`src/logic/fc_pkg.sv`:
```
// shared widths, buffer map and encodings for the fc layer accelerator
// every rtl file reaches these through fc_pkg:: scoped names
package fc_pkg;

  localparam int data_w      = 32;  // stream and buffer word
  localparam int byte_w      = 8;   // operand width
  localparam int acc_w       = 28;
  localparam int addr_w      = 10;
  localparam int buf_depth   = 1024;
  localparam int lanes       = 4;   // mac elements per group, bytes per word
  localparam int pe_latency  = 5;   // en to updated accumulator
  localparam int quant_shift = 6;   // low bits dropped in requantize

  // word bases of the three buffer regions
  localparam logic [addr_w-1:0] feat_base   = 10'd0;
  localparam logic [addr_w-1:0] bias_base   = 10'd256;
  localparam logic [addr_w-1:0] weight_base = 10'd512;

  localparam logic [byte_w-1:0] quant_max = 8'd127;

  typedef enum logic [1:0] {
    cmd_load_feat,
    cmd_load_bias,
    cmd_load_weight,
    cmd_run
  } fc_cmd_e;

  typedef enum logic [2:0] {
    st_idle,
    st_bias,   // fetch the group's bias word
    st_fetch,  // feature word plus four weight words
    st_feed,   // one byte per cycle into the macs
    st_drain,  // wait for the mac pipeline
    st_hand,   // pass sums to the packer
    st_flush   // last word still in the output register
  } engine_state_e;

endpackage

```
`src/logic/result_packer.sv`:
```
// output stage: bias add, relu, saturating requantize to 7 bits and
// packing of the four lanes into one output stream word
// the word sits in the output register until the sink takes it
`timescale 1ns/1ns

module result_packer (
  input  logic                      clk,
  input  logic                      rstn,
  input  logic                      acc_valid,
  input  logic [fc_pkg::acc_w-1:0]  acc0,
  input  logic [fc_pkg::acc_w-1:0]  acc1,
  input  logic [fc_pkg::acc_w-1:0]  acc2,
  input  logic [fc_pkg::acc_w-1:0]  acc3,
  input  logic [fc_pkg::data_w-1:0] bias_word,
  input  logic                      m_last,
  input  logic                      m_tready,
  output logic                      pack_ready,
  output logic                      m_tvalid,
  output logic [fc_pkg::data_w-1:0] m_tdata,
  output logic                      m_tlast
);

  logic [fc_pkg::acc_w-1:0]  acc_lane [fc_pkg::lanes];
  logic [fc_pkg::acc_w-1:0]  sum [fc_pkg::lanes];
  logic [fc_pkg::data_w-1:0] res_word;

  // negative -> 0, too large -> quant_max, else bits 12:6
  function automatic logic [fc_pkg::byte_w-1:0] requant(input logic [fc_pkg::acc_w-1:0] s);
    if (s[fc_pkg::acc_w-1]) return '0;
    if (|s[fc_pkg::acc_w-2:fc_pkg::quant_shift+7]) return fc_pkg::quant_max;
    return {1'b0, s[fc_pkg::quant_shift+6:fc_pkg::quant_shift]};
  endfunction

  assign acc_lane[0] = acc0;
  assign acc_lane[1] = acc1;
  assign acc_lane[2] = acc2;
  assign acc_lane[3] = acc3;

  genvar j;
  generate
    for (j = 0; j < fc_pkg::lanes; j++) begin : g_lane
      assign sum[j] = acc_lane[j] +
        {{(fc_pkg::acc_w-fc_pkg::byte_w){bias_word[fc_pkg::byte_w*j+fc_pkg::byte_w-1]}},
         bias_word[fc_pkg::byte_w*j +: fc_pkg::byte_w]};
      assign res_word[fc_pkg::byte_w*j +: fc_pkg::byte_w] = requant(sum[j]);
    end
  endgenerate

  assign pack_ready = ~m_tvalid | m_tready;  // empty or draining now

  always_ff @(posedge clk) begin
    if (!rstn) begin
      m_tvalid <= 1'b0;
      m_tlast  <= 1'b0;
    end else if (acc_valid) begin
      m_tvalid <= 1'b1;
      m_tlast  <= m_last;
      m_tdata  <= res_word;
    end else if (m_tready) begin
      m_tvalid <= 1'b0;
      m_tlast  <= 1'b0;
    end
  end

endmodule

```
`config.mk`:
```
export PLATFORM = sky130hd
export DESIGN_NAME = result_packer
export DESIGN_NICKNAME = d
export VERILOG_FILES = /design/src/logic/fc_pkg.sv /design/src/logic/result_packer.sv
export SDC_FILE = /design/constraint.sdc
export NUM_CORES = 1
export LEC_CHECK = 0
export ABC_CLOCK_PERIOD_IN_PS = 5030
export BUFFER_PORTS_ARGS = -buffer_cell sky130_fd_sc_hd__buf_2
export CORE_ASPECT_RATIO = 1.25
export CORE_MARGIN = 2
export CORE_UTILIZATION = 55
export DETAILED_ROUTE_END_ITERATION = 8
export GPL_TIMING_DRIVEN = 1
export PLACE_DENSITY = 0.94
export RECOVER_POWER = 100
export SETUP_SLACK_MARGIN = 0.1
export SLEW_MARGIN = 20
export SYNTH_ARGS = -nofsm -noshare
export SYNTH_HDL_FRONTEND = slang
export SYNTH_SLANG_ARGS = --single-unit
```
`constraint.sdc`:
```
create_clock -name clk -period 5.03 [get_ports clk]
set_clock_uncertainty 0.1 [all_clocks]
set_input_delay 0.503 -clock clk [delete_from_list [all_inputs] [get_ports clk]]
set_output_delay 0.503 -clock clk [all_outputs]
set_load 0.05 [all_outputs]
```
# [Word-level counts from Yosys, hierarchy flattened]
# Index checks and enable logic that the tools add are counted.
[word_totals] elab_cells=46 reg_bits=34 inputBits=149
[classes] add_sub_neg=4 n_mux=31 n_bitwise=2 n_reduce_logical=6
[ops] operator="two-way mux 8 bit" n=16
[ops] operator="adder 28 bit" n=4
[ops] operator="OR reduction 14 bit" n=4
[ops] operator="two-way mux 1 bit" n=15
[ops] operator="AND reduction 2 bit" n=1
[ops] operator="nonzero test 2 bit" n=1
[ops] operator="NOT 1 bit" n=1
[ops] operator="bitwise OR 1 bit" n=1

# [Depth between registers and ports, before layout]
[logic_depth] ltp_word=6 depth_mapped=12

# [Least setup slack after synthesis]
# No wires, ideal clock.
[synth_timing] path_kind="input -> register" from="input port acc0[2] (netlist bit)" to="register m_tdata[0] (netlist bit), data pin" required_ps=4652 arrival_time_ps=2925 path_slack_ps=1727 setup_time_ps=278 cell_stages=11 n_path_buf=1 cell_sequence="ha_1 nand4_1 a21oi_1 o2111ai_4 a32o_2 xnor2_1 or4_1 a2111oi_2 and4_1 buf_4 a31oi_1"
[synth_between] elab_chain_len=6
[synth_lines] element="from (decl)" line="result_packer.sv:10" source="input logic [fc_pkg::acc_w-1:0] acc0,"
[synth_lines] element="adder 28 bit (*)" line="result_packer.sv:42" source="assign sum[j] = acc_lane[j] +"
[synth_lines] element="OR reduction 14 bit" line="result_packer.sv:30" source="if (|s[fc_pkg::acc_w-2:fc_pkg::quant_shift+7]) return fc_pkg::quant_max;"
[synth_lines] element="two-way mux 1 bit (2 in series)" line="result_packer.sv:30"
[synth_lines] element="two-way mux 8 bit" line="result_packer.sv:31" source="return {1'b0, s[fc_pkg::quant_shift+6:fc_pkg::quant_shift]};"
[synth_lines] element="two-way mux 8 bit (*)" line="result_packer.sv:30"
[synth_lines] element="to (signal assigned)" line="result_packer.sv:58" source="m_tdata <= res_word;"
[synth_lines] element="to (decl)" line="result_packer.sv:19" source="output logic [fc_pkg::data_w-1:0] m_tdata,"
# Mark *: on every way between the ends. The rest lies on a longest branch, timed or not. The select of a mux whose other input is x is not followed.
# A chain may end at the register's enable or synchronous reset.

# [Final worst setup path]
[layout_timing] from="input port bias_word[23] (netlist bit)" to="register m_tdata[18] (netlist bit), data pin"
[layout_between] elab_chain_len=6
[layout_lines] element="from (decl)" line="result_packer.sv:14" source="input logic [fc_pkg::data_w-1:0] bias_word,"
[layout_lines] element="adder 28 bit (*)" line="result_packer.sv:42"
[layout_lines] element="OR reduction 14 bit" line="result_packer.sv:30"
[layout_lines] element="two-way mux 1 bit (2 in series)" line="result_packer.sv:30"
[layout_lines] element="two-way mux 8 bit" line="result_packer.sv:31"
[layout_lines] element="two-way mux 8 bit (*)" line="result_packer.sv:30"
# Marked as above.

==> results.py <==
metrics = {
    "power_and_ir_drop": {
        "p_clk_share_pct": 17.7,
        "cellPowerDensity_mw_per_mm2": 207,
        "p_switching_uw": 688,
        "p_int_uw": 856,
        "combinationalPowerShare_pct": 61.2,
        "p_sw_share_pct": 44.6,
        "leakagePower_nw": 3.44,
        "vdd_drop_max_v": 0.000130,
        "power_frac_seq_pct": 21.1,
    },
    "clock_network": {
        "cts_sinks": 30,
        "cts_tree": "yes",
        "numCtsBuffers": 5,
        "insertion_delay_ns": 0.27,
        "hold_buffers": 0,
        "cts.clk_slew.worst_paths_ns": 0.05,
        "cts_buffer_depth": 2,
        "clock-root-buffer": "clkbuf_16",
        "h-tree-depth": 2,
        "cts_setup_buffers": 0,
        "cts.repair.resized": 0,
    },
    "final_layout": {
        "drive_above_1_share_pct": 17.5,
        "multi_input_area_mm2": 0.00532,
        "nets": 1221,
        "nFillCells": 1004,
        "area_delta_synth_final_pct": 16.2,
        "seq_area_um2": 881,
    },
    "min_path": {
        "hp-start": "rstn",
        "hp-class": "primary input to register",
        "holdPathStages": 2,
    },
    "logic_synthesis": {
        "synth_edf_count": 28,
        "netlist.area_leader.share_pct": 20.3,
        "synth.yosys.warnings": 0,
        "syn_area_per_cell_um2": 7.98,
        "ys_seq_area_share_pct": 13.7,
        "syn_area_mm2": 0.00641,
        "synth_flop_cell": "edfxtp_1",
        "synth_cell_type_count": 82,
        "syn_inst": 804,
        "ys_ff_latch": 30,
        "ys_async_sr_fraction_pct": 0,
        "synth.largest_area_cell": "ha_1",
        "ys_top_cells_by_area": "ha_1 20%, edfxtp_1 13%, a21oi_1 7.1%",
    },
    "sta": {
        "period_needed_ns": 4.24,
        "tightest_slew_ns": 1.08,
        "relSlewSlack_pct": 28.2,
        "fin_crit_sh_pct": 84.3,
        "setup_viol": 0,
        "max_freq_mhz": 236,
        "finalHoldViolCount": 0,
        "hold-worst-slack_ns": 0.386,
        "slew_violations": 0,
        "rsz0062_at_grt": "no",
        "fin_setup_tns_ns": 0,
    },
    "critical_path": {
        "start_kind": "primary input",
        "worst_setup_path_end_kind": "register",
        "arrival_ns": 4.16,
        "cp-startpoint": "bias_word[23]",
        "crit_type": "primary input to register",
        "required_ns": 4.95,
        "worstPathMaxFanout": 21,
        "ff2ff_path_depth": 2,
        "r2r_start": "m_tvalid$_SDFFE_PN0P_",
    },
    "die": {
        "ioPinCount": 184,
        "die_w_um": 101,
        "fp.dieArea_mm2": 0.0125,
        "start_util_pct": 55.7,
        "placementRows": 44,
        "core_area_mm2": 0.0115,
        "die_h_um": 125,
    },
    "grt": {
        "overflow": 0,
        "grt_pass1_vias": 6651,
        "grt_max_degree": 22,
        "antenna_found_initial": 3,
        "gr-usage-all-layers_pct": 27.0,
        "grt_pass1_wl_um": 28700,
    },
    "detailed_routing": {
        "vias": 7039,
        "wire_per_inst_um": 15.8,
        "drc_errors": 0,
        "avgViaCountPerCell": 6.34,
        "drt_iter0_drc": 285,
        "ant_nets": 0,
        "drtPass1Iterations": 5,
        "wl_um": 17500,
    },
    "place": {
        "port_buffers": 179,
        "gp_congestion": 0.964,
        "dpl.hpwl_um": 14600,
    },
    "outcome": {
        "run_status": "finished, final reports clean",
    },
    "flow_run": {
        "max-cap-violations": 0,
    },
}
power by group through the flow:
stage | Clock (mW) | Combinational [mW] | Sequential [mW]
finish | 0.273 | 0.945 | 0.325
global route | 0.290 | 1.04 | 0.328
CTS | 0.278 | 0.942 | 0.324
detailed placement | 0 | 0.938 | 0.329
global placement | 0 | 0.911 | 0.328
floorplan | 0 | 0.619 | 0.419
critical path, cell delays in order:
cell	delay (ns)
clkbuf_1	0.74
ha_1	0.46
a21oi_1	0.14
o21ai_1	0.10
a221o_1	0.36
or3b_1	0.35
a31o_2	0.27
a221oi_1	0.41
mux2i_1	0.23
nand4_1	0.30
o21a_1	0.29
final timing paths:
path / endpoint / slack [ns]
setup / recovery: m_tdata[18]$_SDFFCE_PP0P_ / 0.79
hold / removal: m_tlast$_SDFFE_PN0P_ / 0.39
setup reg to reg: m_tvalid$_SDFFE_PN0P_ / 4.15
hold reg to reg: m_tvalid$_SDFFE_PN0P_ / 0.50
routing by layer:
| metal | track usage, % | vias to the layer above | wire length (um) |
|---|---|---|---|
| li1 | - | 3466 | - |
| met1 | 30.2 | 3213 | 6930 |
| met2 | 50.2 | 314 | 8920 |
| met3 | 4.04 | 46 | 1200 |
| met4 | 10.1 | 0 | 490 |
| met5 | 0 | - | 0 |
per-stage QoR:
stage / area [um2] / power (mW) / utilization, % / worst slack (ns) / instances
finish: 7450 / 1.54 / 64.8 / 0.789 / 1110
detailed placement: 7370 / 1.27 / 64.1 / 1.09 / 1099
CTS: 7510 / 1.54 / 65.2 / 1.37 / 1107
floorplan: 6420 / 1.04 / - / 1.73 / 807
global placement: 7370 / 1.24 / 64.1 / 1.17 / 1099
global route: 7450 / 1.65 / 64.7 / 0.566 / 1108
cell usage after synthesis, types with 10 or more instances:
library cell    n
a211oi_1       13
a21o_1         41
a21oi_1        91
a31oi_1        24
and2_1         16
and3_1         10
clkbuf_1       14
edfxtp_1       28
ha_1          104
inv_1          22
mux2i_1        11
nand2_1        59
nand2b_1       10
nand3_1        15
nand4_1        22
nor2_1         48
nor3_1         16
o21a_1         14
o21ai_0        37
o21bai_1       11
xnor2_1        25
xor2_1         28
cell families after synthesis:
kind of cell / Yosys count / share of synthesized area (%)
XOR/XNOR: 54 / 7.49
buffers and inverters: 48 / 3.30
flip-flops: 30 / 13.7
multiplexers: 14 / 2.30
other: 1 / 0.0585
AO/OA/AOI/OAI: 310 / 32.7
adder cells (fa/ha/maj): 104 / 20.3
AND/OR/NAND/NOR: 243 / 20.1
sequential cells by signal (all words and copies together) (netlist names):
name      cells
m_tlast       1
m_tvalid      1
m_tdata      28
cell type report:
type | count | area share [%]
diodes | 3 | 0.101
clock buffers | 5 | 1.68
clock inverters | 3 | 0.151
inverters | 22 | 1.11
multi-input cells | 729 | 71.4
flip-flops and latches | 30 | 11.8
well taps | 138 | 2.32
repair buffers | 180 | 11.4
cells in the final DEF, fill, tap and decap left out, types with 5 or more instances in the layout:
cell / instances
xnor2_1: 25
xor2_1: 28
ha_1: 104
nand3b_1: 5
a21boi_0: 5
a211oi_1: 13
a211o_1: 5
o21ai_1: 6
o21bai_1: 11
or3_1: 8
o21ai_0: 37
nand4_1: 22
nand2b_1: 10
o21a_1: 14
edfxtp_1: 28
and2_1: 15
clkbuf_1: 38
mux2i_1: 11
clkbuf_16: 5
nor3_1: 16
o211ai_1: 7
nor2b_1: 8
and3_1: 10
nand2_1: 59
a21o_1: 41
nand3_1: 15
nor4_1: 5
a31oi_1: 24
buf_2: 142
a21oi_1: 91
nor2_1: 48
o31ai_1: 5
inv_1: 22
(Power assumes the default switching activity.)
