**config.mk**
```make
export PLATFORM = sky130hd
export DESIGN_NAME = fc_engine
export DESIGN_NICKNAME = d
export VERILOG_FILES = /design/src/logic/fc_pkg.sv /design/src/logic/fc_engine.sv /design/src/logic/mac_pe.sv
export SDC_FILE = /design/constraint.sdc
export NUM_CORES = 2
export LEC_CHECK = 0
export ABC_CLOCK_PERIOD_IN_PS = 6600
export BUFFER_PORTS_ARGS = -buffer_cell sky130_fd_sc_hd__buf_2
export CAP_MARGIN = 40
export CORE_UTILIZATION = 50
export CTS_CLUSTER_SIZE = 12
export DETAILED_ROUTE_END_ITERATION = 6
export PLACE_DENSITY = 0.72
export SLEW_MARGIN = 20
export SYNTH_ARGS = -nofsm -noshare
export SYNTH_HDL_FRONTEND = slang
export SYNTH_HIERARCHICAL = 1
export SYNTH_SLANG_ARGS = --single-unit
```
**constraint.sdc**
```tcl
create_clock -name clk -period 6.6 [get_ports clk]
set_clock_uncertainty 0.05 [all_clocks]
set_input_delay 0.66 -clock clk [delete_from_list [all_inputs] [get_ports clk]]
set_output_delay 0.66 -clock clk [all_outputs]
set_load 0.01 [all_outputs]
```
**src/logic/fc_pkg.sv**
```systemverilog
// shared widths, buffer map and encodings for the fc layer accelerator
// every rtl file reaches these through fc_pkg:: scoped names
package fc_pkg;

  localparam int data_w      = 32;  // stream and buffer word
  localparam int byte_w      = 8;   // operand width
  localparam int acc_w       = 28;
  localparam int addr_w      = 10;
  localparam int buf_depth   = 1024;
  localparam int lanes       = 4;   // mac elements per group, bytes per word
  localparam int pe_latency  = 5;   // en to updated accumulator
  localparam int quant_shift = 6;   // low bits dropped in requantize

  // word bases of the three buffer regions
  localparam logic [addr_w-1:0] feat_base   = 10'd0;
  localparam logic [addr_w-1:0] bias_base   = 10'd256;
  localparam logic [addr_w-1:0] weight_base = 10'd512;

  localparam logic [byte_w-1:0] quant_max = 8'd127;

  typedef enum logic [1:0] {
    cmd_load_feat,
    cmd_load_bias,
    cmd_load_weight,
    cmd_run
  } fc_cmd_e;

  typedef enum logic [2:0] {
    st_idle,
    st_bias,   // fetch the group's bias word
    st_fetch,  // feature word plus four weight words
    st_feed,   // one byte per cycle into the macs
    st_drain,  // wait for the mac pipeline
    st_hand,   // pass sums to the packer
    st_flush   // last word still in the output register
  } engine_state_e;

endpackage

```
**src/logic/fc_engine.sv**
```systemverilog
// run sequencer of the accelerator
// walks the outputs four at a time: bias word, then per feature word the
// feature and four weight words, fed byte by byte into four mac elements,
// and hands the four sums to the packer once the pipeline has drained
`timescale 1ns/1ns

module fc_engine (
  input  logic                      clk,
  input  logic                      rstn,
  input  fc_pkg::fc_cmd_e           command,
  input  logic                      start,
  input  logic [fc_pkg::addr_w-1:0] feat_words,
  input  logic [fc_pkg::addr_w-1:0] bias_words,
  input  logic                      rd_grant,
  input  logic [fc_pkg::data_w-1:0] rd_data,
  input  logic                      pack_ready,
  output logic                      rd_req,
  output logic [fc_pkg::addr_w-1:0] rd_addr,
  output logic                      acc_valid,
  output logic [fc_pkg::acc_w-1:0]  acc0,
  output logic [fc_pkg::acc_w-1:0]  acc1,
  output logic [fc_pkg::acc_w-1:0]  acc2,
  output logic [fc_pkg::acc_w-1:0]  acc3,
  output logic [fc_pkg::data_w-1:0] bias_word,
  output logic                      m_last,
  output logic                      fc_done
);

  fc_pkg::engine_state_e       state;
  logic [fc_pkg::addr_w-1:0]   grp;       // output group
  logic [fc_pkg::addr_w-1:0]   kw;        // feature word
  logic [2:0]                  iss;       // reads issued in this fetch
  logic [2:0]                  step;      // feed byte, then drain count
  logic [2:0]                  slot;
  logic [2:0]                  rd_sel;    // where the returning word goes
  logic                        rd_pend;
  logic [1:0]                  lane_sel;
  logic [fc_pkg::addr_w-1:0]   out_idx;
  logic [2*fc_pkg::addr_w-1:0] row_off;
  logic                        last_grp;
  logic                        last_word;
  logic [fc_pkg::data_w-1:0]   feat_reg;
  logic [fc_pkg::data_w-1:0]   wt_reg [fc_pkg::lanes];
  logic                        pe_en;
  logic                        pe_first;
  logic [fc_pkg::byte_w-1:0]   pe_a;
  logic [fc_pkg::byte_w-1:0]   pe_b [fc_pkg::lanes];
  logic [fc_pkg::acc_w-1:0]    acc_lane [fc_pkg::lanes];

  ////////////////////////////////////////////////////////////
  // buffer addressing

  assign lane_sel  = iss[1:0] - 2'd1;  // reads 1..4 are weight rows 0..3
  assign out_idx   = {grp[fc_pkg::addr_w-3:0], lane_sel};
  assign row_off   = out_idx * feat_words;
  assign slot      = (state == fc_pkg::st_bias) ? 3'd5 : iss;
  assign last_grp  = (grp == bias_words - 1'b1);
  assign last_word = (kw == feat_words - 1'b1);

  assign rd_req  = ((state == fc_pkg::st_bias) && (iss == 3'd0)) ||
                   ((state == fc_pkg::st_fetch) && (iss < 3'd5));
  assign rd_addr = (state == fc_pkg::st_bias) ? fc_pkg::bias_base + grp :
                   (iss == 3'd0) ? fc_pkg::feat_base + kw :
                   fc_pkg::weight_base + row_off[fc_pkg::addr_w-1:0] + kw;

  // operands for the macs
  assign pe_en    = (state == fc_pkg::st_feed);
  assign pe_first = pe_en && (kw == '0) && (step == 3'd0);
  assign pe_a     = feat_reg[fc_pkg::byte_w*step[1:0] +: fc_pkg::byte_w];

  genvar j;
  generate
    for (j = 0; j < fc_pkg::lanes; j++) begin : g_lane
      assign pe_b[j] = wt_reg[j][fc_pkg::byte_w*step[1:0] +: fc_pkg::byte_w];
      mac_pe u_pe (
        .clk(clk), .rstn(rstn), .en(pe_en), .first(pe_first),
        .a(pe_a), .b(pe_b[j]), .acc(acc_lane[j])
      );
    end
  endgenerate

  assign acc0      = acc_lane[0];
  assign acc1      = acc_lane[1];
  assign acc2      = acc_lane[2];
  assign acc3      = acc_lane[3];
  assign acc_valid = (state == fc_pkg::st_hand) && pack_ready;
  assign m_last    = last_grp;

  ////////////////////////////////////////////////////////////
  // sequencer FSM

  always_ff @(posedge clk) begin
    if (!rstn) begin
      state   <= fc_pkg::st_idle;
      rd_pend <= 1'b0;
      fc_done <= 1'b0;
    end else begin
      fc_done <= 1'b0;
      rd_pend <= rd_req & rd_grant;
      if (rd_req && rd_grant) iss <= iss + 3'd1;  // ungranted reads repeat
      case (state)
        fc_pkg::st_idle: begin
          if (start && command == fc_pkg::cmd_run) begin
            grp   <= '0;
            kw    <= '0;
            iss   <= '0;
            state <= fc_pkg::st_bias;
          end
        end
        fc_pkg::st_bias: begin
          if (rd_pend) begin
            iss   <= '0;
            state <= fc_pkg::st_fetch;
          end
        end
        fc_pkg::st_fetch: begin
          if (rd_pend && rd_sel == 3'd4) begin
            step  <= '0;
            state <= fc_pkg::st_feed;
          end
        end
        fc_pkg::st_feed: begin
          step <= step + 3'd1;
          if (step == 3'd3) begin
            step <= '0;
            if (last_word) begin
              state <= fc_pkg::st_drain;
            end else begin
              kw    <= kw + 1'b1;
              iss   <= '0;
              state <= fc_pkg::st_fetch;
            end
          end
        end
        fc_pkg::st_drain: begin
          step <= step + 3'd1;
          if (step == 3'(fc_pkg::pe_latency - 2)) state <= fc_pkg::st_hand;
        end
        fc_pkg::st_hand: begin
          if (pack_ready) begin
            if (last_grp) begin
              state <= fc_pkg::st_flush;
            end else begin
              grp   <= grp + 1'b1;
              kw    <= '0;
              iss   <= '0;
              state <= fc_pkg::st_bias;
            end
          end
        end
        fc_pkg::st_flush: begin
          if (pack_ready) begin  // last word handshakes this cycle
            fc_done <= 1'b1;
            state   <= fc_pkg::st_idle;
          end
        end
        default: state <= fc_pkg::st_idle;
      endcase
    end
  end

  // read return capture
  always_ff @(posedge clk) begin
    rd_sel <= slot;
    if (rd_pend) begin
      case (rd_sel)
        3'd0:    feat_reg <= rd_data;
        3'd5:    bias_word <= rd_data;
        default: wt_reg[rd_sel[1:0] - 2'd1] <= rd_data;
      endcase
    end
  end

endmodule

```
**src/logic/mac_pe.sv**
```systemverilog
// pipelined signed 8x8 multiply accumulate element
// a valid pair enters on en; five stages later the product is added to
// acc, or loaded into it when first came with the pair
`timescale 1ns/1ns

module mac_pe (
  input  logic                      clk,
  input  logic                      rstn,
  input  logic                      en,
  input  logic                      first,
  input  logic [fc_pkg::byte_w-1:0] a,
  input  logic [fc_pkg::byte_w-1:0] b,
  output logic [fc_pkg::acc_w-1:0]  acc
);

  logic [3:0]  vld_q;     // one bit per stage boundary
  logic [3:0]  first_q;
  logic [2:0]  sign_q;
  logic [7:0]  a_mag;
  logic [7:0]  b_mag;
  logic [7:0]  pp [8];    // partial products
  logic [9:0]  pair [4];
  logic [15:0] prod_mag;
  logic [15:0] prod;      // signed product

  assign prod_mag = {6'd0, pair[0]} + {4'd0, pair[1], 2'd0} +
                    {2'd0, pair[2], 4'd0} + {pair[3], 6'd0};

  always_ff @(posedge clk) begin
    if (!rstn) begin
      vld_q <= '0;
    end else begin
      vld_q <= {vld_q[2:0], en};
    end
  end

  ////////////////////////////////////////////////////////////
  // stages 1 to 4, free running, validity rides in vld_q

  always_ff @(posedge clk) begin
    sign_q  <= {sign_q[1:0], a[7] ^ b[7]};
    first_q <= {first_q[2:0], first};
    a_mag   <= a[7] ? (~a + 1'b1) : a;  // -128 gives 8'h80
    b_mag   <= b[7] ? (~b + 1'b1) : b;
    for (int i = 0; i < 8; i++) begin
      pp[i] <= b_mag[i] ? a_mag : 8'd0;
    end
    for (int k = 0; k < 4; k++) begin
      pair[k] <= {2'd0, pp[2*k]} + {1'b0, pp[2*k+1], 1'b0};
    end
    prod <= sign_q[2] ? (~prod_mag + 1'b1) : prod_mag;
  end

  // stage 5 accumulate
  always_ff @(posedge clk) begin
    if (vld_q[3]) begin
      acc <= (first_q[3] ? '0 : acc) + {{(fc_pkg::acc_w-16){prod[15]}}, prod};
    end
  end

endmodule

```
# --- Word-level counts from Yosys, hierarchy flattened ---
# Memories as Yosys holds them, arrays and structs flattened.
# Index checks and enable logic that the tools add are counted.
classes:
  mux: 81
  n_shift: 5
  reduce_logical: 25
  addsub: 52
  mul: 1
  n_eq_ne: 21
  n_bitwise: 14
  order_cmp: 1
ops:
  columns: ["cell", "n"]
  rows:
  - ["two-way mux 8 bit", 32]
  - ["adder 8 x 9 -> 10 bit", 16]
  - ["variable part select 32 x 6 -> 8 bit", 5]
  - ["adder 28 bit", 4]
  - ["two-way mux 28 bit", 4]
  - ["two-way mux 10 bit", 9]
  - ["adder 16 x 1 -> 16 bit (second input constant)", 4]
  - ["adder 16 x 14 -> 16 bit", 4]
  - ["adder 16 bit", 4]
  - ["two-way mux 16 bit", 4]
  - ["NOT 16 bit", 4]
  - ["two-way mux 3 bit", 18]
  - ["adder 10 x 12 -> 13 bit", 4]
  - ["adder 8 x 1 -> 8 bit (second input constant)", 5]
  - ["NOT 8 bit", 5]
  - ["two-way mux 7 bit", 5]
  - ["case mux 10 bit (3 select lines)", 1]
  - ["case mux 3 bit (7 select lines)", 1]
  - ["adder 10 x 1 -> 10 bit (second input constant)", 2]
  - ["equality test 10 bit", 2]
  - ["case mux 10 bit (2 select lines)", 1]
  - ["subtractor 10 x 1 -> 10 bit (second input constant)", 2]
  - ["inequality test 2 bit (second input constant)", 8]
  - ["equality test 3 bit (second input constant)", 5]
  - ["other kinds (27)", 51]
word_totals:
  ram_bits: 544
  reg_bits: 358
  output_inout_bits: 158
  mem_count: 9
memory_table:
  columns: ["name", "depth", "word_bits", "read_ports", "rd_ports_with_merged_regs", "write_ports", "line", "source"]
  rows:
  - ["wt_reg", 4, 32, 4, 0, 1, "fc_engine.sv:43", "logic [fc_pkg::data_w-1:0] wt_reg [fc_pkg::lanes];"]
  - ["g_lane[0].u_pe.pp", 8, 8, 8, 0, 8, "mac_pe.sv:21", "logic [7:0] pp [8];"]
  - ["g_lane[1].u_pe.pp", 8, 8, 8, 0, 8, "mac_pe.sv:21", null]
  - ["g_lane[2].u_pe.pp", 8, 8, 8, 0, 8, "mac_pe.sv:21", null]
  - ["g_lane[3].u_pe.pp", 8, 8, 8, 0, 8, "mac_pe.sv:21", null]
  - ["g_lane[0].u_pe.pair", 4, 10, 4, 0, 4, "mac_pe.sv:22", "logic [9:0] pair [4];"]
  - ["3 more memories", null, null, null, null, null, null, null]

# --- Longest topological paths before layout ---
logic_depth:
  word_depth: 8
  depth_mapped: 22

# --- By module ---
# The synthesis kept the hierarchy.
modules_own_cells:
  columns: ["mod", "area_per_inst_um2", "instances", "seq_area_each_um2", "cells_per_inst"]
  rows:
  - ["fc_engine", 11379.7, 1, 6706.4, 818]
  - ["mac_pe at g_lane[0].u_pe", 8672.1, 1, 3783.6, 864]
  - ["mac_pe at g_lane[3].u_pe", 8553.2, 1, 3783.6, 847]
  - ["mac_pe at g_lane[2].u_pe", 8529.4, 1, 3783.6, 845]
  - ["mac_pe at g_lane[1].u_pe", 8485.6, 1, 3783.6, 838]

# --- Worst setup path before layout ---
# OpenSTA, ideal clock, no wires.
synth_path:
  path_type: "register to output"
  from: "register iss[0]"
  to: "output port rd_addr[9] in the netlist's numbering"
  required_ns: 5.890
  path_slack_ns: 0.924
  arrival_ns: 4.966
  stages_incl_launch_ff: 21
  path_cell_list: "edfxtp_1 > clkbuf_1 > inv_1 > ha_1 > clkbuf_1 > nor2b_1 > fa_1 > ha_1 > fa_1 > inv_1 > fa_1 > fa_1 > inv_1 > ha_1 > nor2b_1 > nor3_1 > o21bai_1 > a21oi_1 > xnor3_1 > nand2_1 > a22oi_1"
synth_between:
  elab_chain_len: 6
  elab_cells_between_ends: 7
  cone_classes: "add/sub: 3; mul: 1; mux: 2; reduce/logical: 1"
synth_lines:
  columns: ["element", "line", "source"]
  rows:
  - ["from (decl)", "fc_engine.sv:32", "logic [2:0] iss;"]
  - ["from (signal assigned)", "fc_engine.sv:100", "if (rd_req && rd_grant) iss <= iss + 3'd1;"]
  - ["subtractor 2 x 1 -> 2 bit", "fc_engine.sv:53", "assign lane_sel = iss[1:0] - 2'd1;"]
  - ["multiplier 10 x 10 -> 10 bit", "fc_engine.sv:55", "assign row_off = out_idx * feat_words;"]
  - ["adder 10 bit (2 in a row)", "fc_engine.sv:64", "fc_pkg::weight_base + row_off[fc_pkg::addr_w-1:0] + kw;"]
  - ["two-way mux 10 bit *", "fc_engine.sv:63", "(iss == 3'd0) ? fc_pkg::feat_base + kw :"]
  - ["two-way mux 10 bit *", "fc_engine.sv:62", "assign rd_addr = (state == fc_pkg::st_bias) ? fc_pkg::bias_base + grp :"]
  - ["to (decl)", "fc_engine.sv:18", "output logic [fc_pkg::addr_w-1:0] rd_addr,"]
# Every way passes the cells marked *; elsewhere a longest branch is shown, timed or not.

# --- Worst setup path after layout ---
# Ends and elaborated chain as after synthesis.

==> results.toml <==
[clock_tree]
clkLatencyLatePin_ns = 0.67
path_clk_slew_ns = 0.06
cts_tree = "done"
cts.sinks = 926
hold_buffers = 0
htree_levels = 3
clockBufferDepth = 3
cts_made_buffers = 99
cts_root_buf = "clkbuf_16"

[synth]
synth.distinct_cells = 101
yosys_warnings = 6
netlist_area_sq_um = 45600
synth-edff-count = 330
synthArstFlopShare = 0
seq_area_frac_synth = 0.479
syn_area_per_cell_sq_um = 10.8
syn_inst = 4212
synth_seq_cells = 926
syn_nets = 4742
synthFlopType = "dfxtp_1"

[worst_setup_path]
crit_slowest_cell = "fa_1"
endpoint_kind = "primary output"
rr_worst_depth = 13
cp-start-kind = "flip-flop"
critPathArrivalTime_ns = 5.57
cp.buffers_inverters = 4
crit_fanout = 10
slowest_delay_ns = 0.55
rr_startpoint = "g_lane[1].u_pe/pair[3][0]"
cpMostUsedCell = "fa_1"
r2r_slack_ns = 2.67
crit_type = "flip-flop to primary output"
r2r_end = "g_lane[1].u_pe/prod[15]"
path_cells = "inv_1, ha_4, nor2b_2, fa_1, ha_1, fa_1, inv_1, fa_1, fa_1, inv_1, ha_1, nor2b_1, nor3_1, o21bai_1, a21oi_1, xnor3_1, nand2_1, a22oi_1, buf_2"
critical_path_required_ns = 5.89
cp_top_family = "adder cells"

[cells_and_area]
multi_input_area_sq_um = 21900
largest_reg_flops = 256
fillers = 7559
layout.nets = 5005
layout-drive-gt1-share = 0.104
seqCellArea_sq_um = 21800
area_growth_pct = 12.4

[timing]
hold_viol = 0
worstMarginPinSlew_ns = 0.799
setup_slack_ns = 0.319
max_slew_margin = 0.463
rsz0062_at_grt = "no"
maxSlewViolCount = 0
max_freq_mhz = 159
period_share = 0.952
setup_viol = 0
period_needed_ns = 6.28
setup_tns_ns = 0

[floorplan]
dieArea_sq_um = 92500
die_x_um = 304
initial_core_util = 0.506
ios = 217
rows = 110
die_h_um = 304
core-area_sq_um = 90100

[drt]
avgRoutedWirePerCell_um = 15.8
drc = 0
wirelength_um = 90800
vias = 29900
first_iter_violations = 1441
first_pass_iters = 5
drtAntennaViolNets = 0
vias_per_cell = 5.22

[place]
place_ws_ns = 0.853
dp_hpwl_um = 66600
place_congestion = 0.874
port_buffers = 216

[hold_path]
hold_depth = 2
min_from = "rd_grant"
hp-class = "input port to flip-flop"
hold_end = "rd_pend"

[power_and_ir_drop]
power_density_nw_per_um2 = 308
ir_drop_uv = 518
total_power_mw = 15.8
p_leak_nw = 21.9

[global_route]
grt_max_degree = 43
grt_antenna_before_repair = 4
grt-ovfl-total = 0
grt_first_pass_wirelength_um = 149000
grt_pass1_vias = 29800
track_usage = 0.197

[outcome]
status = "finished clean"

[job]
drv_cap = 0
-- metrics by stage --
step	util	instance area (sq um)	hold slack, ns	instances
final	0.569	51300	0.188	5730
after global placement	0.532	48000	0.260	5535
after CTS	0.568	51200	0.136	5719
after detailed placement	0.534	48100	0.262	5541
after floorplan	-	45600	0.260	4212
after global routing	0.569	51300	0.152	5730
-- where the power goes --
group          switching [mW]  internal, mW
registers               0.190          6.26
clock network            2.22          2.99
logic                    2.29          1.83
-- cell usage in the layout, fill, tap and decap left out, types with 32 or more instances in the layout --
| master | Yosys | layout |
|---|---|---|
| nand2_1 | 204 | 204 |
| xor2_1 | 116 | 116 |
| dfxtp_1 | 596 | 596 |
| o21ai_0 | 193 | 193 |
| clkbuf_1 | 64 | 35 |
| and2_1 | 295 | 295 |
| nand2b_1 | 65 | 65 |
| mux4_2 | 40 | 40 |
| a21o_1 | 70 | 70 |
| nor3_1 | 45 | 43 |
| buf_2 | 6 | 216 |
| ha_1 | 369 | 368 |
| a31oi_1 | 32 | 32 |
| xnor2_1 | 248 | 248 |
| fa_1 | 102 | 102 |
| a21oi_1 | 205 | 205 |
| inv_1 | 433 | 433 |
| nor2_1 | 181 | 177 |
| nor2b_1 | 169 | 168 |
| clkbuf_16 | 0 | 101 |
| nand3_1 | 58 | 58 |
| edfxtp_1 | 330 | 330 |
-- worst max path at each step --
stage	startpoint	end	slack, ns	cells past startpoint
CTS	iss[0]	rd_addr[9]	0.19	18
floorplan	iss[0]	rd_addr[9]	0.92	20
global route	grp[0]	rd_addr[9]	0.01	17
detailed placement	feat_words[3]	rd_addr[9]	0.85	17
finish	iss[0]	rd_addr[9]	0.32	19
global placement	feat_words[3]	rd_addr[9]	0.87	17
-- timing repair --
action                     CTS  global route
setup endpoints to repair    0             1
hold endpoints to repair     0             0
buffers inserted             0             9
resized for setup            0             3
-- cell families after synthesis --
group | Yosys count | share of synthesized area
xor gates and xnor gates | 365 | 0.0704
AOI/OAI and AO/OA | 735 | 0.103
and+or+nand+nor | 1145 | 0.136
DFF | 926 | 0.479
adders and majority gates | 471 | 0.146
muxes | 52 | 0.0224
buffers and inverters | 518 | 0.0433
-- cell usage after synthesis, types with 6 or more instances --
| cell type | instances | area share |
|---|---|---|
| dfxtp_1 | 596 | 0.26 |
| inv_1 | 433 | 0.036 |
| ha_1 | 369 | 0.10 |
| edfxtp_1 | 330 | 0.22 |
| and2_1 | 295 | 0.040 |
| xnor2_1 | 248 | 0.048 |
| a21oi_1 | 205 | 0.022 |
| nand2_1 | 204 | 0.017 |
| o21ai_0 | 193 | 0.021 |
| nor2_1 | 181 | 0.015 |
| nor2b_1 | 169 | 0.023 |
| xor2_1 | 116 | 0.022 |
| fa_1 | 102 | 0.045 |
| a21o_1 | 70 | 0.012 |
| nand2b_1 | 65 | 0.0089 |
| clkbuf_1 | 64 | 0.0053 |
| nand3_1 | 58 | 0.0064 |
| nor3_1 | 45 | 0.0049 |
| mux4_2 | 40 | 0.020 |
| a31oi_1 | 32 | 0.0044 |
| o21bai_1 | 28 | 0.0046 |
| or3_1 | 28 | 0.0038 |
| o31ai_1 | 26 | 0.0043 |
| o21a_1 | 24 | 0.0039 |
| o211ai_1 | 21 | 0.0035 |
| a211oi_1 | 18 | 0.0030 |
| nand4_1 | 17 | 0.0023 |
| nor4_1 | 17 | 0.0023 |
| a21boi_0 | 15 | 0.0025 |
| and3_1 | 15 | 0.0021 |
| mux2i_1 | 12 | 0.0026 |
| nor4b_1 | 9 | 0.0017 |
| a22oi_1 | 8 | 0.0013 |
| buf_1 | 8 | 0.00066 |
| buf_2 | 6 | 0.00066 |
| o31a_1 | 6 | 0.0012 |
| o41ai_1 | 6 | 0.0012 |
-- worst register-to-register path: stages, from the launching register on --
cell	delay (ns)
dfxtp_1	0.30
inv_1	0.05
fa_1	0.52
inv_1	0.05
fa_1	0.45
ha_1	0.36
nor2b_4	0.15
o21ai_2	0.12
a31oi_1	0.13
or3_1	0.34
a2111o_1	0.45
or4_4	0.55
o31ai_4	0.19
xnor2_1	0.14
-- area by class of cell --
cell class,instances,share of cell area
Sequential cell,926,0.426
Multi-Input combinational cell,2768,0.426
Antenna cell,2,0.0000976
Clock buffer,151,0.0557
Inverter,435,0.0318
Timing Repair Buffer,245,0.0267
Tap cell,1176,0.0287
Clock inverter,27,0.00464
-- routing by layer --
metal  track usage  share of wire
met5             0        0.00011
met4        0.0641          0.026
met1         0.259           0.46
met3        0.0315          0.044
met2         0.332           0.47
No activity file was read; power rests on OpenSTA's default activity.
