### src/logic/fc_pkg.sv
// shared widths, buffer map and encodings for the fc layer accelerator
// every rtl file reaches these through fc_pkg:: scoped names
package fc_pkg;

  localparam int data_w      = 32;  // stream and buffer word
  localparam int byte_w      = 8;   // operand width
  localparam int acc_w       = 28;
  localparam int addr_w      = 10;
  localparam int buf_depth   = 1024;
  localparam int lanes       = 4;   // mac elements per group, bytes per word
  localparam int pe_latency  = 5;   // en to updated accumulator
  localparam int quant_shift = 6;   // low bits dropped in requantize

  // word bases of the three buffer regions
  localparam logic [addr_w-1:0] feat_base   = 10'd0;
  localparam logic [addr_w-1:0] bias_base   = 10'd256;
  localparam logic [addr_w-1:0] weight_base = 10'd512;

  localparam logic [byte_w-1:0] quant_max = 8'd127;

  typedef enum logic [1:0] {
    cmd_load_feat,
    cmd_load_bias,
    cmd_load_weight,
    cmd_run
  } fc_cmd_e;

  typedef enum logic [2:0] {
    st_idle,
    st_bias,   // fetch the group's bias word
    st_fetch,  // feature word plus four weight words
    st_feed,   // one byte per cycle into the macs
    st_drain,  // wait for the mac pipeline
    st_hand,   // pass sums to the packer
    st_flush   // last word still in the output register
  } engine_state_e;

endpackage

### src/logic/stream_loader.sv
// input stream loader
// a load command opens one buffer region and takes size words from the
// stream, each written straight into the buffer as it is accepted
`timescale 1ns/1ns

module stream_loader (
  input  logic                      clk,
  input  logic                      rstn,
  input  fc_pkg::fc_cmd_e           command,
  input  logic                      start,
  input  logic [fc_pkg::addr_w-1:0] size,
  input  logic                      s_tvalid,
  input  logic [fc_pkg::data_w-1:0] s_tdata,
  output logic                      s_tready,
  output logic                      wr_req,
  output logic [fc_pkg::addr_w-1:0] wr_addr,
  output logic [fc_pkg::data_w-1:0] wr_data,
  output logic [fc_pkg::addr_w-1:0] feat_words,
  output logic [fc_pkg::addr_w-1:0] bias_words,
  output logic                      load_done
);

  logic [fc_pkg::addr_w-1:0] base;      // region base of the current load
  logic [fc_pkg::addr_w-1:0] count;
  logic [fc_pkg::addr_w-1:0] last_idx;
  logic                      is_load;

  assign is_load = (command != fc_pkg::cmd_run);
  assign wr_req  = s_tvalid & s_tready;  // loader always wins the port
  assign wr_addr = base + count;
  assign wr_data = s_tdata;

  always_ff @(posedge clk) begin
    if (!rstn) begin
      s_tready   <= 1'b0;
      load_done  <= 1'b0;
      count      <= '0;
      feat_words <= '0;
      bias_words <= '0;
    end else begin
      load_done <= 1'b0;
      if (!s_tready && start && is_load) begin
        s_tready <= 1'b1;
        count    <= '0;
        last_idx <= size - 1'b1;
        case (command)
          fc_pkg::cmd_load_feat: begin
            base       <= fc_pkg::feat_base;
            feat_words <= size;
          end
          fc_pkg::cmd_load_bias: begin
            base       <= fc_pkg::bias_base;
            bias_words <= size;
          end
          default: base <= fc_pkg::weight_base;  // bias_words*4*feat_words long
        endcase
      end else if (wr_req) begin
        count <= count + 1'b1;
        if (count == last_idx) begin
          s_tready  <= 1'b0;
          load_done <= 1'b1;
        end
      end
    end
  end

endmodule

### config.mk
export PLATFORM = sky130hd
export DESIGN_NAME = stream_loader
export DESIGN_NICKNAME = d
export VERILOG_FILES = /design/src/logic/fc_pkg.sv /design/src/logic/stream_loader.sv
export SDC_FILE = /design/constraint.sdc
export NUM_CORES = 1
export LEC_CHECK = 0
export BUFFER_PORTS_ARGS = -buffer_cell sky130_fd_sc_hd__buf_4
export CAP_MARGIN = 25
export CORE_AREA = 5 5 80 75
export CTS_CLUSTER_SIZE = 28
export DETAILED_ROUTE_END_ITERATION = 6
export DIE_AREA = 0 0 85 80
export GPL_TIMING_DRIVEN = 0
export PLACE_DENSITY = 0.79
export SYNTH_ARGS = -nofsm -noshare
export SYNTH_HDL_FRONTEND = slang
export SYNTH_SLANG_ARGS = --single-unit
### constraint.sdc
create_clock -name clk -period 1.95 [get_ports clk]
set_input_delay 0.0975 -clock clk [delete_from_list [all_inputs] [get_ports clk]]
set_output_delay 0.0975 -clock clk [all_outputs]
set_load 0.01 [all_outputs]
---- Yosys cells after proc, flatten, opt, wreduce, memory -nomap -nowiden ----
Index checks and enable logic that the tools add are counted.
operators by class
  $add $sub $neg .......................... 3
  equality and inequality tests ........... 3
  mux-type cells .......................... 5
  bitwise operators ....................... 3
  reduce and logical (&&, ||, !) cells .... 12
operator list
  operator                 number
  $pmux W10 S2             1
  $add A10 B1 Y10 const B  1
  $add A10 B10 Y10         1
  $eq A10 B10 Y1           1
  $sub A10 B1 Y10 const B  1
  $reduce_and A2 Y1        4
  $mux W1                  4
  $reduce_bool A2 Y1       2
  $reduce_or A3 Y1         1
  $eq A2 B1 Y1 const B     1
  $logic_and A1 B1 Y1      2
  $logic_not A2 Y1         1
  $ne A2 B2 Y1 const B     1
  $not A1 Y1               2
  $reduce_or A2 Y1         1
  $and A1 B1 Y1            1
  $logic_not A1 Y1         1
storage, ports and cells
  register bits after elaboration ......... 52
  output and inout port bits .............. 65
  logic and storage cells ................. 33

---- Longest topological paths before layout ----
Gate-level depths: netlist (run 1).
  depth after elaboration ................. 5
  depth in mapped cells ................... 5
  mapped depth without buffers ............ 5

---- Worst setup path after synthesis (run 1) ----
No wires, ideal clock.
  path kind ............................... reg2reg
  start point ............................. reg count[3] (netlist name)
  end point ............................... reg count[9] (netlist name)
  arrival time ............................ 1279 ps
  setup slack ............................. 550 ps
  stages on the path, launching flop included .. 6
  period minus slack after synthesis ...... 1400 ps
  cell sequence ........................... dfxtp_1 buf_2 and4_1 nand2_1 nor4_1 mux2_2
between the ends
  cells in the longest elaborated chain, start to end .. 1
ends and longest elaborated chain
  what                    line                 RTL
  start, declared         stream_loader.sv:24  logic [fc_pkg::addr_w-1:0] count;
  start signal, assigned  stream_loader.sv:58  count <= count + 1'b1;
  $add A10 B1 Y10         stream_loader.sv:58
Every way passes these cells.
A chain may end at the register's enable or synchronous reset.

---- Worst setup path after layout (run 1) ----
  start point ............................. reg count[4] (netlist name)
  end point ............................... reg count[9] (netlist name)
The elaborated chain is that of the path after synthesis.

==> impl_results.md, run 1 <==
- Logic pwr share: 16.3%
- Synth Instances: between 200 and 250
- Most frequent cell after synthesis: nand2_1
- F_max: 619 MHz
- Routed WL: 5.27 mm
- Finished Layout Cells: 400
- Most area-consuming cells after synthesis: dfxtp_1 (28%), edfxtp_1 (16%), buf_4 (13%), nand2_1 (8.3%), xor2_1 (7.8%)
- Detailed Routing Iterations Pass 1: 4
- Simple-gate share of the synthesized area: approximately a fifth
- Yosys reg bits: between 40 and 50
- Die ar.: 0.00680 sq mm
- Yosys warning count: 0
- Antenna diodes: 0
- Via count: between 1500 and 2000
- Hold WC Path Type: in -> reg
- Xor/xnor share of the synthesized area: a little over a tenth
- Async S/R FF share, synth: 0%
- Maximum fanout along the worst path: 7
- Status: finished clean
- Worst Clk Skew: between 0.003 and 0.004 ns
- Cells along the critical path: and4_1 > nand2_1 > nor4_1 > mux2_2
- EDFF count, synth: 12
- Die W: between 80 and 90 um
- Main combinational cell family by area after synthesis: simple AND/OR/NAND/NOR gates
- Post-cts resize count: 0
- Starting Density: 44.5%
- Mapped Area: roughly 0.0023 sq mm
- ANT nets after route: 0
- Syn-to-layout area delta: 33.7%
- Post-synth top area share: between 20% and 30%
- Post-CTS Hold Fix Bufs: 0
- Startpoint types: register
- CTS tree: done
- Setup slack after layout: roughly 0.33 ns
- Layout cells sized above 1: about 39%
- Syn_area_per_cell: just over 9 sq um
- NetSw: between 0.0004 and 0.0005 W
- Wire length per cell: 13.2 um
- Seq/Total Area, Yosys: 44.4%
- Cell taking the most area after synthesis: dfxtp_1
- Core region area: 0.00507 sq mm
- Initial antenna violation count: 0
- Pwr per Cell Area: 595 mW/mm^2
- Seq pwr share: between 50% and 60%
- Synth Area in Adders: 1.66%
- Clock sinks: 44
- Yosys cell types: 29
- CP bufs+invs: 0
- Deepest clock path buffer count: 2
- Internal: 0.00136 W
- Peak VDD IR: between 0.4 and 0.5 mV
- Reg clk slew, reported paths: around 0.080 ns
- Standard-cell rows: 25
- Max-slew violations: 0
- Worst slew pin tran: just under 0.7 ns
- Worst stage delay on the critical path: around 0.5 ns
- Hold Slack: ~0.089 ns
- Sw Ratio: 24.1%
- First-pass GRT wire length: around 8.3 mm
- WP data required: between 2 and 2.5 ns
- Setup violators final: 0
- Crit share post-route: between 80% and 90%
- Post-layout util: 59.5%
- # H-tree levels: 2
- Multiplexer area fraction after synthesis: 0.499%
- Pre-CTS setup slack: 0.337 ns
- Syn_nets: roughly 300
- Worst skew pair latency: about 0.29 ns
- Overall Global Routing Usage: between 10% and 20%
- GP Congestion: between 0.8 and 0.9
- Congestion Overflow GR: 0
- Final net count: ~380
- Die height: ~80 um
- Final Hold Fails: 0
- Post CTS Setup Buffer Count: 0
- Maxcap violations: 0
- Sum of negative setup slack: 0 ns
- First-iteration detailed-routing DRC count: 55
- Synth cell count leaders: nand2_1 (50), buf_4 (40), dfxtp_1 (32)
- Root Driver: clkbuf_8
- PortBufs: 80
- CP endpoint kind: register
- Clock group share of total power: around 29%
- WS Path Type: reg -> reg
- Top Family by Delay on Critical Path: simple AND/OR/NAND/NOR gates
- IO Pins: around 110
- Detail-routed via count per cell: between 4 and 5
- Vias in the first global route: about 1700
- Clock buffer count from CTS: 5
- Slew HR: between 50 and 60%
- Arrival time worst endpoint: ~1.8 ns
- Top_reg_cell synth: dfxtp_1
- Residual DRC: 0
- Worst path slowest cell: dfxtp_1
- Filler Cells Inserted: around 450
- Leakage Power: roughly 1.4 nW
- Complex-gate fraction of the synthesized area: 7.99%
- RSZ-0062 raised after global routing: no
- Cell total after placement: around 390
- Dpl hpwl: between 4 and 5 mm
- Largest net degree at the start of global routing: 13
- Final critical-path required period: 1.62 ns
worst paths after layout:
| path | from | end | slack (ns) | cells after the start |
|---|---|---|---|---|
| worst min-delay path | size[9] | feat_words[9] | 0.09 | 3 |
| worst max register to register | count[4] | count[9] | 0.33 | 4 |
| worst max-delay path | count[4] | count[9] | 0.33 | 4 |
| worst min register to register | bias_words[5] | bias_words[5] | 0.47 | 2 |
layer usage:
metal  GRT usage (%)  share of wire (%)  vias to the layer above
met2            24.5                 49                       70
met1            17.5                 39                      842
met3            6.81                 10                       11
li1                -                  -                      940
met4            6.17                1.8                        0
met5               0                  0                        -
sequential cells by signal (all words and copies together) (netlist names):
signal	count
base	2
bias_words	10
count	10
feat_words	10
last_idx	10
load_done	1
s_tready	1
cell families after synthesis:
logic type | after synthesis
AOI/OAI and AO/OA | 25
xor gates and xnor gates | 27
and+or+nand+nor | 93
muxes | 1
DFF | 44
buffers and inverters | 53
adders and majority gates | 3
cell type report:
cell class | count | area, sq um | share of cell area [%]
plain buffers | 47 | 328 | 10.9
clock buffers | 5 | 68.8 | 2.28
clock inverters | 2 | 7.51 | 0.249
inverters | 6 | 22.5 | 0.747
multi-input cells | 149 | 905 | 30.0
flip-flops and latches | 44 | 1000 | 33.2
well taps | 67 | 83.8 | 2.78
repair buffers | 80 | 601 | 19.9
power by group through the flow:
stage	Clock, W	Sequential, W	Combinational [W]
global placement	0	0.00100	0.000290
floorplan	0	0.00101	0.000146
global route	0.000568	0.000987	0.000319
CTS	0.000537	0.000983	0.000298
detailed placement	0	0.00100	0.000297
finish	0.000519	0.000984	0.000293
worst register-to-register path: cells and delay by family (launching register included):
family / cells / cell delay (ns)
DFF: 1 / 0.49
muxes: 1 / 0.37
and+or+nand+nor: 3 / 0.65
metrics by stage:
step | instance area, sq um | total power [W]
detailed placement | 2940 | 0.00130
CTS | 3020 | 0.00182
finish | 3020 | 0.00180
floorplan | 2260 | 0.00115
global placement | 2940 | 0.00129
global route | 3020 | 0.00187
cell usage in the layout (no fill, tap or decap):
cell type	Yosys	routed
nand2b_1	1	1
xnor2_1	7	7
dfxtp_1	32	32
clkinv_1	0	2
nor2b_1	2	2
nor4_1	4	4
nand2_1	50	50
inv_1	6	6
o211a_1	1	1
and2_1	3	3
edfxtp_1	12	12
o21ai_0	2	2
mux2_2	1	1
xor2_1	20	20
nor3_2	2	2
or2_1	1	1
or3_1	3	3
clkbuf_8	0	5
nor3b_2	1	1
nand4_1	2	2
and4_1	2	2
buf_4	40	120
or4_4	1	1
ha_1	3	3
clkbuf_1	6	6
nor2_1	12	12
a21oi_1	2	2
nand3_1	3	3
buf_2	1	1
nor3_1	6	6
a21boi_0	20	20
Power figures use the tool's default switching activity.
==> run 2: changes to the inputs <==
==> constraint.sdc (replaced) <==
create_clock -name clk -period 1.64 [get_ports clk]
set_input_delay 0.082 -clock clk [delete_from_list [all_inputs] [get_ports clk]]
set_output_delay 0.082 -clock clk [all_outputs]
set_load 0.01 [all_outputs]
==> impl_results.md, run 2 (synthesis results as in run 1) <==
- Status: finished clean (unchanged)
- Crit share post-route: 93.5% (was 82.9%)
- Hold WC Path Type: in -> reg (unchanged)
- Standard-cell rows: 25 (unchanged)
- NetSw: 0.000518 W (was 0.000433 W)
- First-iteration detailed-routing DRC count: 48 (was 55)
- Logic pwr share: 16.4% (was 16.3%)
- Root Driver: clkbuf_8 (unchanged)
- GP Congestion: 0.830 (unchanged)
- Starting Density: 44.5% (unchanged)
- Commonest cells after routing, fill and taps aside: buf_4 (120), nand2_1 (50), dfxtp_1 (31), xor2_1 (20), a21boi_0 (20) (was buf_4 (120), nand2_1 (50), dfxtp_1 (32), xor2_1 (20), a21boi_0 (20))
- Vias in the first global route: 1748 (unchanged)
- Area after DPL: 0.00294 sq mm (unchanged)
- Congestion Overflow GR: 0 (unchanged)
- Max-slew violations: 0 (unchanged)
- Worst skew pair latency: 0.29 ns (about the same)
- Antenna diodes: 0 (unchanged)
- Post CTS Setup Buffer Count: 0 (unchanged)
- Die height: 80 um (unchanged)
- Arrival time worst endpoint: 1.72 ns (was 1.80 ns)
- ANT nets after route: 0 (unchanged)
- Die ar.: 0.00680 sq mm (unchanged)
- CP bufs+invs: 1 (was 0)
- Detail-routed via count per cell: 4.66 (about the same)
- Startpoint types: register (unchanged)
- Pwr per Cell Area: 706 mW/mm^2 (was 595 mW/mm^2)
- Die W: 85 um (unchanged)
- Wire length per cell: 13.3 um (was 13.2 um)
- Peak VDD IR: 0.496 mV (was 0.417 mV)
- Syn-to-layout area delta: 34.3% (was 33.7%)
- Layout cells sized above 1: 40.7% (was 39.3%)
- WS Path Type: reg -> reg (unchanged)
- Clock group share of total power: 28.9% (about the same)
- CTS tree: done (unchanged)
- Worst slew pin tran: 0.453 ns (was 0.692 ns)
- Largest net degree at the start of global routing: 13 (unchanged)
- Final Hold Fails: 0 (unchanged)
- PortBufs: 80 (unchanged)
- Worst Clk Skew: 0.00468 ns (was 0.00369 ns)
- Deepest clock path buffer count: 2 (unchanged)
- Final critical-path required period: 1.53 ns (was 1.62 ns)
- Internal: 0.00162 W (was 0.00136 W)
- Commonest non-fill, non-tap cell in the layout: buf_4 (unchanged)
- Design area: 0.00303 sq mm (was 0.00302 sq mm)
- F_max: 652 MHz (was 619 MHz)
- CP endpoint kind: register (unchanged)
- Worst path slowest cell: mux2_2 (was dfxtp_1)
- Core region area: 0.00507 sq mm (unchanged)
- Sw Ratio: 24.2% (was 24.1%)
- IO Pins: 113 (unchanged)
- WP data required: 1.83 ns (was 2.14 ns)
- Via count: 1858 (was 1863)
- Setup violators final: 0 (unchanged)
- RSZ-0062 raised after global routing: no (unchanged)
- Maxcap violations: 0 (unchanged)
- Detailed Routing Iterations Pass 1: 4 (unchanged)
- Cells along the critical path: buf_2 > and4_1 > nand2_1 > nor4_2 > mux2_2 (was and4_1 > nand2_1 > nor4_1 > mux2_2)
- First-pass GRT wire length: 8.25 mm (unchanged)
- Top Family by Delay on Critical Path: simple AND/OR/NAND/NOR gates (unchanged)
- Routed WL: 5.30 mm (was 5.27 mm)
- Sum of negative setup slack: 0 ns (unchanged)
- Overall Global Routing Usage: 15.2% (unchanged)
- # H-tree levels: 2 (unchanged)
- Maximum fanout along the worst path: 8 (was 7)
- Reg clk slew, reported paths: 0.08 ns (about the same)
- Final net count: 383 (was 384)
- Slew HR: 69.7% (was 53.6%)
- Dpl hpwl: 4.25 mm (unchanged)
- Worst stage delay on the critical path: 0.36 ns (was 0.49 ns)
- Residual DRC: 0 (unchanged)
- Seq pwr share: 54.7% (was 54.8%)
- Clock buffer count from CTS: 5 (unchanged)
- Leakage Power: 1.36 nW (was 1.35 nW)
- Clock sinks: 44 (unchanged)
- Initial antenna violation count: 0 (unchanged)
-- run 2: cell types whose count changed in the layout (fill, tap and decap cells not counted), sizes merged --
cell    change
clkbuf      -1
-- run 2: path summary, 6_finish.rpt --
check | from | to | slack [ns] | cells past startpoint
max | count[3] | count[9] | 0.11 | 5
min | size[9] | feat_words[9] | 0.07 | 3
max reg2reg | count[3] | count[9] | 0.11 | 5
min reg2reg | bias_words[5] | bias_words[5] | 0.47 | 2
-- run 2: layout make-up --
| cell class | instances | area, sq um |
|---|---|---|
| plain buffers | 46 | 325 |
| repair buffers | 80 | 601 |
| flip-flops and latches | 44 | 1000 |
| clock buffers | 5 | 68.8 |
| multi-input cells | 149 | 918 |
| fillers | 449 | 2040 |
| inverters | 6 | 22.5 |
| clock inverters | 2 | 7.51 |
| well taps | 67 | 83.8 |
-- run 2: repair_timing --
action	in CTS	in global routing
resized for setup	0	6
setup endpoints to repair	0	29
hold buffers	0	0
-- run 2: worst reg2reg max path, cell delays in order, from the launching register on --
cell     delay, ns
dfxtp_1       0.33
buf_2         0.18
and4_1        0.22
nand2_1       0.07
nor4_2        0.27
mux2_2        0.36
-- run 2: per-stage QoR --
| stage | setup WS (ns) | util (%) | power (W) | std cells | hold WS, ns |
|---|---|---|---|---|---|
| CTS | 0.0179 | 59.5 | 0.00216 | 400 | 0.0669 |
| global route | 0.0129 | 59.8 | 0.00223 | 399 | 0.0832 |
| finish | 0.107 | 59.8 | 0.00214 | 399 | 0.0740 |
| global placement | 0.101 | 58.0 | 0.00154 | 393 | 0.342 |
| floorplan | 0.240 | - | 0.00137 | 246 | 0.227 |
| detailed placement | 0.0275 | 58.0 | 0.00155 | 393 | 0.342 |
-- run 2: power by group through the flow --
stage | clock [W] | sequential, W | combinational, W
2_1_floorplan | 0 | 0.00120 | 0.000173
3_3_place_gp | 0 | 0.00119 | 0.000344
3_5_place_dp | 0 | 0.00119 | 0.000353
4_1_cts | 0.000638 | 0.00117 | 0.000354
5_1_grt | 0.000675 | 0.00117 | 0.000381
6_report | 0.000619 | 0.00117 | 0.000351
-- run 2: metal layers --
metal	part of all wire, %	global-route usage, %
met2	49	24.5
met4	1.9	6.17
met5	0	0
met3	10	6.81
met1	39	17.5
==> run 3: changes to the inputs <==
--- a/config.mk
+++ b/config.mk
@@ -7,12 +7,12 @@
 export LEC_CHECK = 0
 export BUFFER_PORTS_ARGS = -buffer_cell sky130_fd_sc_hd__buf_4
 export CAP_MARGIN = 25
-export CORE_AREA = 5 5 80 75
+export CORE_AREA = 5 5 81 76
 export CTS_CLUSTER_SIZE = 28
 export DETAILED_ROUTE_END_ITERATION = 6
-export DIE_AREA = 0 0 85 80
+export DIE_AREA = 0 0 86 81
 export GPL_TIMING_DRIVEN = 0
-export PLACE_DENSITY = 0.79
+export PLACE_DENSITY = 0.77
 export SYNTH_ARGS = -nofsm -noshare
 export SYNTH_HDL_FRONTEND = slang
 export SYNTH_SLANG_ARGS = --single-unit
==> impl_results.md, run 3 (synthesis results as in run 1) <==
- Reg2Reg Capture Point: count[9] (unchanged)
- Via count: 1871 (was 1858)
- F_max: 659 MHz (was 652 MHz)
- NetSw: 0.000536 W (was 0.000518 W)
- Setup slack after layout: 0.123 ns (was 0.107 ns)
- Layout cells sized above 1: 40.5% (was 40.7%)
- Core region area: 0.00516 sq mm (was 0.00507 sq mm)
- CP endpoint kind: register (unchanged)
- R2R depth: 5 (unchanged)
- ANT nets after route: 0 (unchanged)
- Root Driver: clkbuf_8 (unchanged)
- Detailed Routing Iterations Pass 1: 4 (unchanged)
- Routed WL: 5.39 mm (was 5.30 mm)
- Worst skew pair latency: 0.31 ns (was 0.29 ns)
- Initial antenna violation count: 0 (unchanged)
- Worst slew pin tran: 0.472 ns (was 0.453 ns)
- Dpl hpwl: 4.19 mm (was 4.25 mm)
- Slew HR: 68.4% (was 69.7%)
- Cell total after placement: 393 (unchanged)
- IO Pins: 113 (unchanged)
- RSZ-0062 raised after global routing: no (unchanged)
- GP Congestion: 0.830 (about the same)
- Pwr per Cell Area: 717 mW/mm^2 (was 706 mW/mm^2)
- Wire length per cell: 13.5 um (was 13.3 um)
- Die height: 81 um (was 80 um)
- Clock sinks: 44 (unchanged)
- Overall Global Routing Usage: 15.5% (was 15.2%)
- Logic pwr share: 16.1% (was 16.4%)
- Worst path slowest cell: mux2_2 (unchanged)
- Arrival time worst endpoint: 1.71 ns (was 1.72 ns)
- CTS tree: done (unchanged)
- Crit share post-route: 92.5% (was 93.5%)
- Leakage Power: 1.36 nW (about the same)
- Commonest cells after routing, fill and taps aside: buf_4 (120), nand2_1 (50), dfxtp_1 (32), xor2_1 (20), a21boi_0 (20) (was buf_4 (120), nand2_1 (50), dfxtp_1 (31), xor2_1 (20), a21boi_0 (20))
- Residual DRC: 0 (unchanged)
- Clock buffer count from CTS: 5 (unchanged)
- Post CTS Setup Buffer Count: 0 (unchanged)
- Reg2reg setup slack: 0.12 ns (was 0.11 ns)
- Worst path depth: 5 (unchanged)
- CP bufs+invs: 1 (unchanged)
- PortBufs: 80 (unchanged)
- Clock group share of total power: 30.1% (was 28.9%)
- Die W: 86 um (was 85 um)
- Reg clk slew, reported paths: 0.08 ns (about the same)
- Antenna diodes: 0 (unchanged)
- Peak VDD IR: 0.512 mV (was 0.496 mV)
- Commonest non-fill, non-tap cell in the layout: buf_4 (unchanged)
- Final Power: 0.00218 W (was 0.00214 W)
- Worst Clk Skew: 0.00678 ns (was 0.00468 ns)
- Pre-CTS setup slack: 0.0627 ns (was 0.0275 ns)
- Post-CTS Hold Fix Bufs: 0 (unchanged)
- Maximum fanout along the worst path: 8 (unchanged)
- First-pass GRT wire length: 8.44 mm (was 8.25 mm)
- Finished Layout Cells: 400 (was 399)
- Largest net degree at the start of global routing: 14 (was 13)
- Seq pwr share: 53.8% (was 54.7%)
- Setup crit end: count[9] (unchanged)
- Final net count: 383 (unchanged)
- Die ar.: 0.00697 sq mm (was 0.00680 sq mm)
- Sum of negative setup slack: 0 ns (unchanged)
- Status: finished clean (unchanged)
- Standard-cell rows: 25 (unchanged)
- Internal: 0.00164 W (was 0.00162 W)
- Sw Ratio: 24.6% (was 24.2%)
- WP data required: 1.84 ns (was 1.83 ns)
- Maxcap violations: 0 (unchanged)
- Setup violators final: 0 (unchanged)
- Filler Cells Inserted: 462 (was 449)
- Starting Density: 43.7% (was 44.5%)
- Critical path origin: count[3] (unchanged)
- First-iteration detailed-routing DRC count: 41 (was 48)
- Top Family by Delay on Critical Path: simple AND/OR/NAND/NOR gates (unchanged)
- Worst r2r src: count[3] (unchanged)
- Hold path cells: 3 (unchanged)
- Final Hold Fails: 0 (unchanged)
- Syn-to-layout area delta: 34.4% (was 34.3%)
- Startpoint types: register (unchanged)
- Vias in the first global route: 1880 (was 1748)
- Congestion Overflow GR: 0 (unchanged)
- # H-tree levels: 2 (unchanged)
- Hold WC Path Type: in -> reg (unchanged)
- Max-slew violations: 0 (unchanged)
- Detail-routed via count per cell: 4.68 (was 4.66)
- Post-layout util: 58.8% (was 59.8%)
- Post-cts resize count: 0 (unchanged)
- Worst stage delay on the critical path: 0.35 ns (was 0.36 ns)
- Deepest clock path buffer count: 2 (unchanged)
- WS Path Type: reg -> reg (unchanged)
- Final critical-path required period: 1.52 ns (was 1.53 ns)
- Cells along the critical path: buf_2 > and4_1 > nand2_1 > nor4_2 > mux2_2 (unchanged)
run 3: cell types whose count changed in the layout (fill, tap and decap cells not counted):
| cell | change |
|---|---|
| clkinv_1 | -2 |
| clkinv_2 | +1 |
| dfxtp_2 | -1 |
| clkbuf_1 | +2 |
| dfxtp_1 | +1 |
run 3: worst min path at each step:
stage | end | slack, ns | startpoint
floorplan | feat_words[4] | 0.23 | size[4]
global placement | wr_data[25] | 0.34 | s_tdata[25]
detailed placement | wr_data[27] | 0.34 | s_tdata[27]
CTS | base[9] | 0.06 | command[1]
global route | feat_words[4] | 0.06 | rstn
finish | feat_words[8] | 0.07 | size[8]
run 3: final cells by class:
class                   count  area (sq um)  share of cell area [%]
repair buffers             80           601                    19.8
flip-flops and latches     44          1000                    33.0
inverters                   6          22.5                   0.743
clock buffers               7          76.3                    2.52
plain buffers              46           325                    10.7
clock inverters             1          5.00                   0.165
well taps                  67          83.8                    2.76
multi-input cells         149           918                    30.3
run 3: worst reg2reg max path, cell delays in order, from the launching register on:
cell and delay (ns):
dfxtp_1 0.33, buf_2 0.18, and4_1 0.22, nand2_1 0.08, nor4_2 0.24, mux2_2 0.36
run 3: power by group through the flow:
stage	Clock, W	Sequential (W)	Combinational, W
after floorplan	0	0.00120	0.000173
after global placement	0	0.00119	0.000345
after detailed placement	0	0.00119	0.000352
after CTS	0.000681	0.00117	0.000353
after global routing	0.000734	0.00117	0.000385
final	0.000655	0.00117	0.000350
run 3: metrics by stage:
stage	cell area, sq um	hold WS, ns
after floorplan	2260	0.227
after global routing	3030	0.0575
after CTS	3020	0.0577
after detailed placement	2940	0.342
after global placement	2940	0.342
final	3030	0.0709
run 3: metal layers:
layer	vias to the layer above	track usage (%)	routed length [um]
li1	935	-	-
met1	844	17.1	2050
met2	80	25.1	2590
met3	12	6.80	633
met4	0	8.54	119
met5	-	0	0
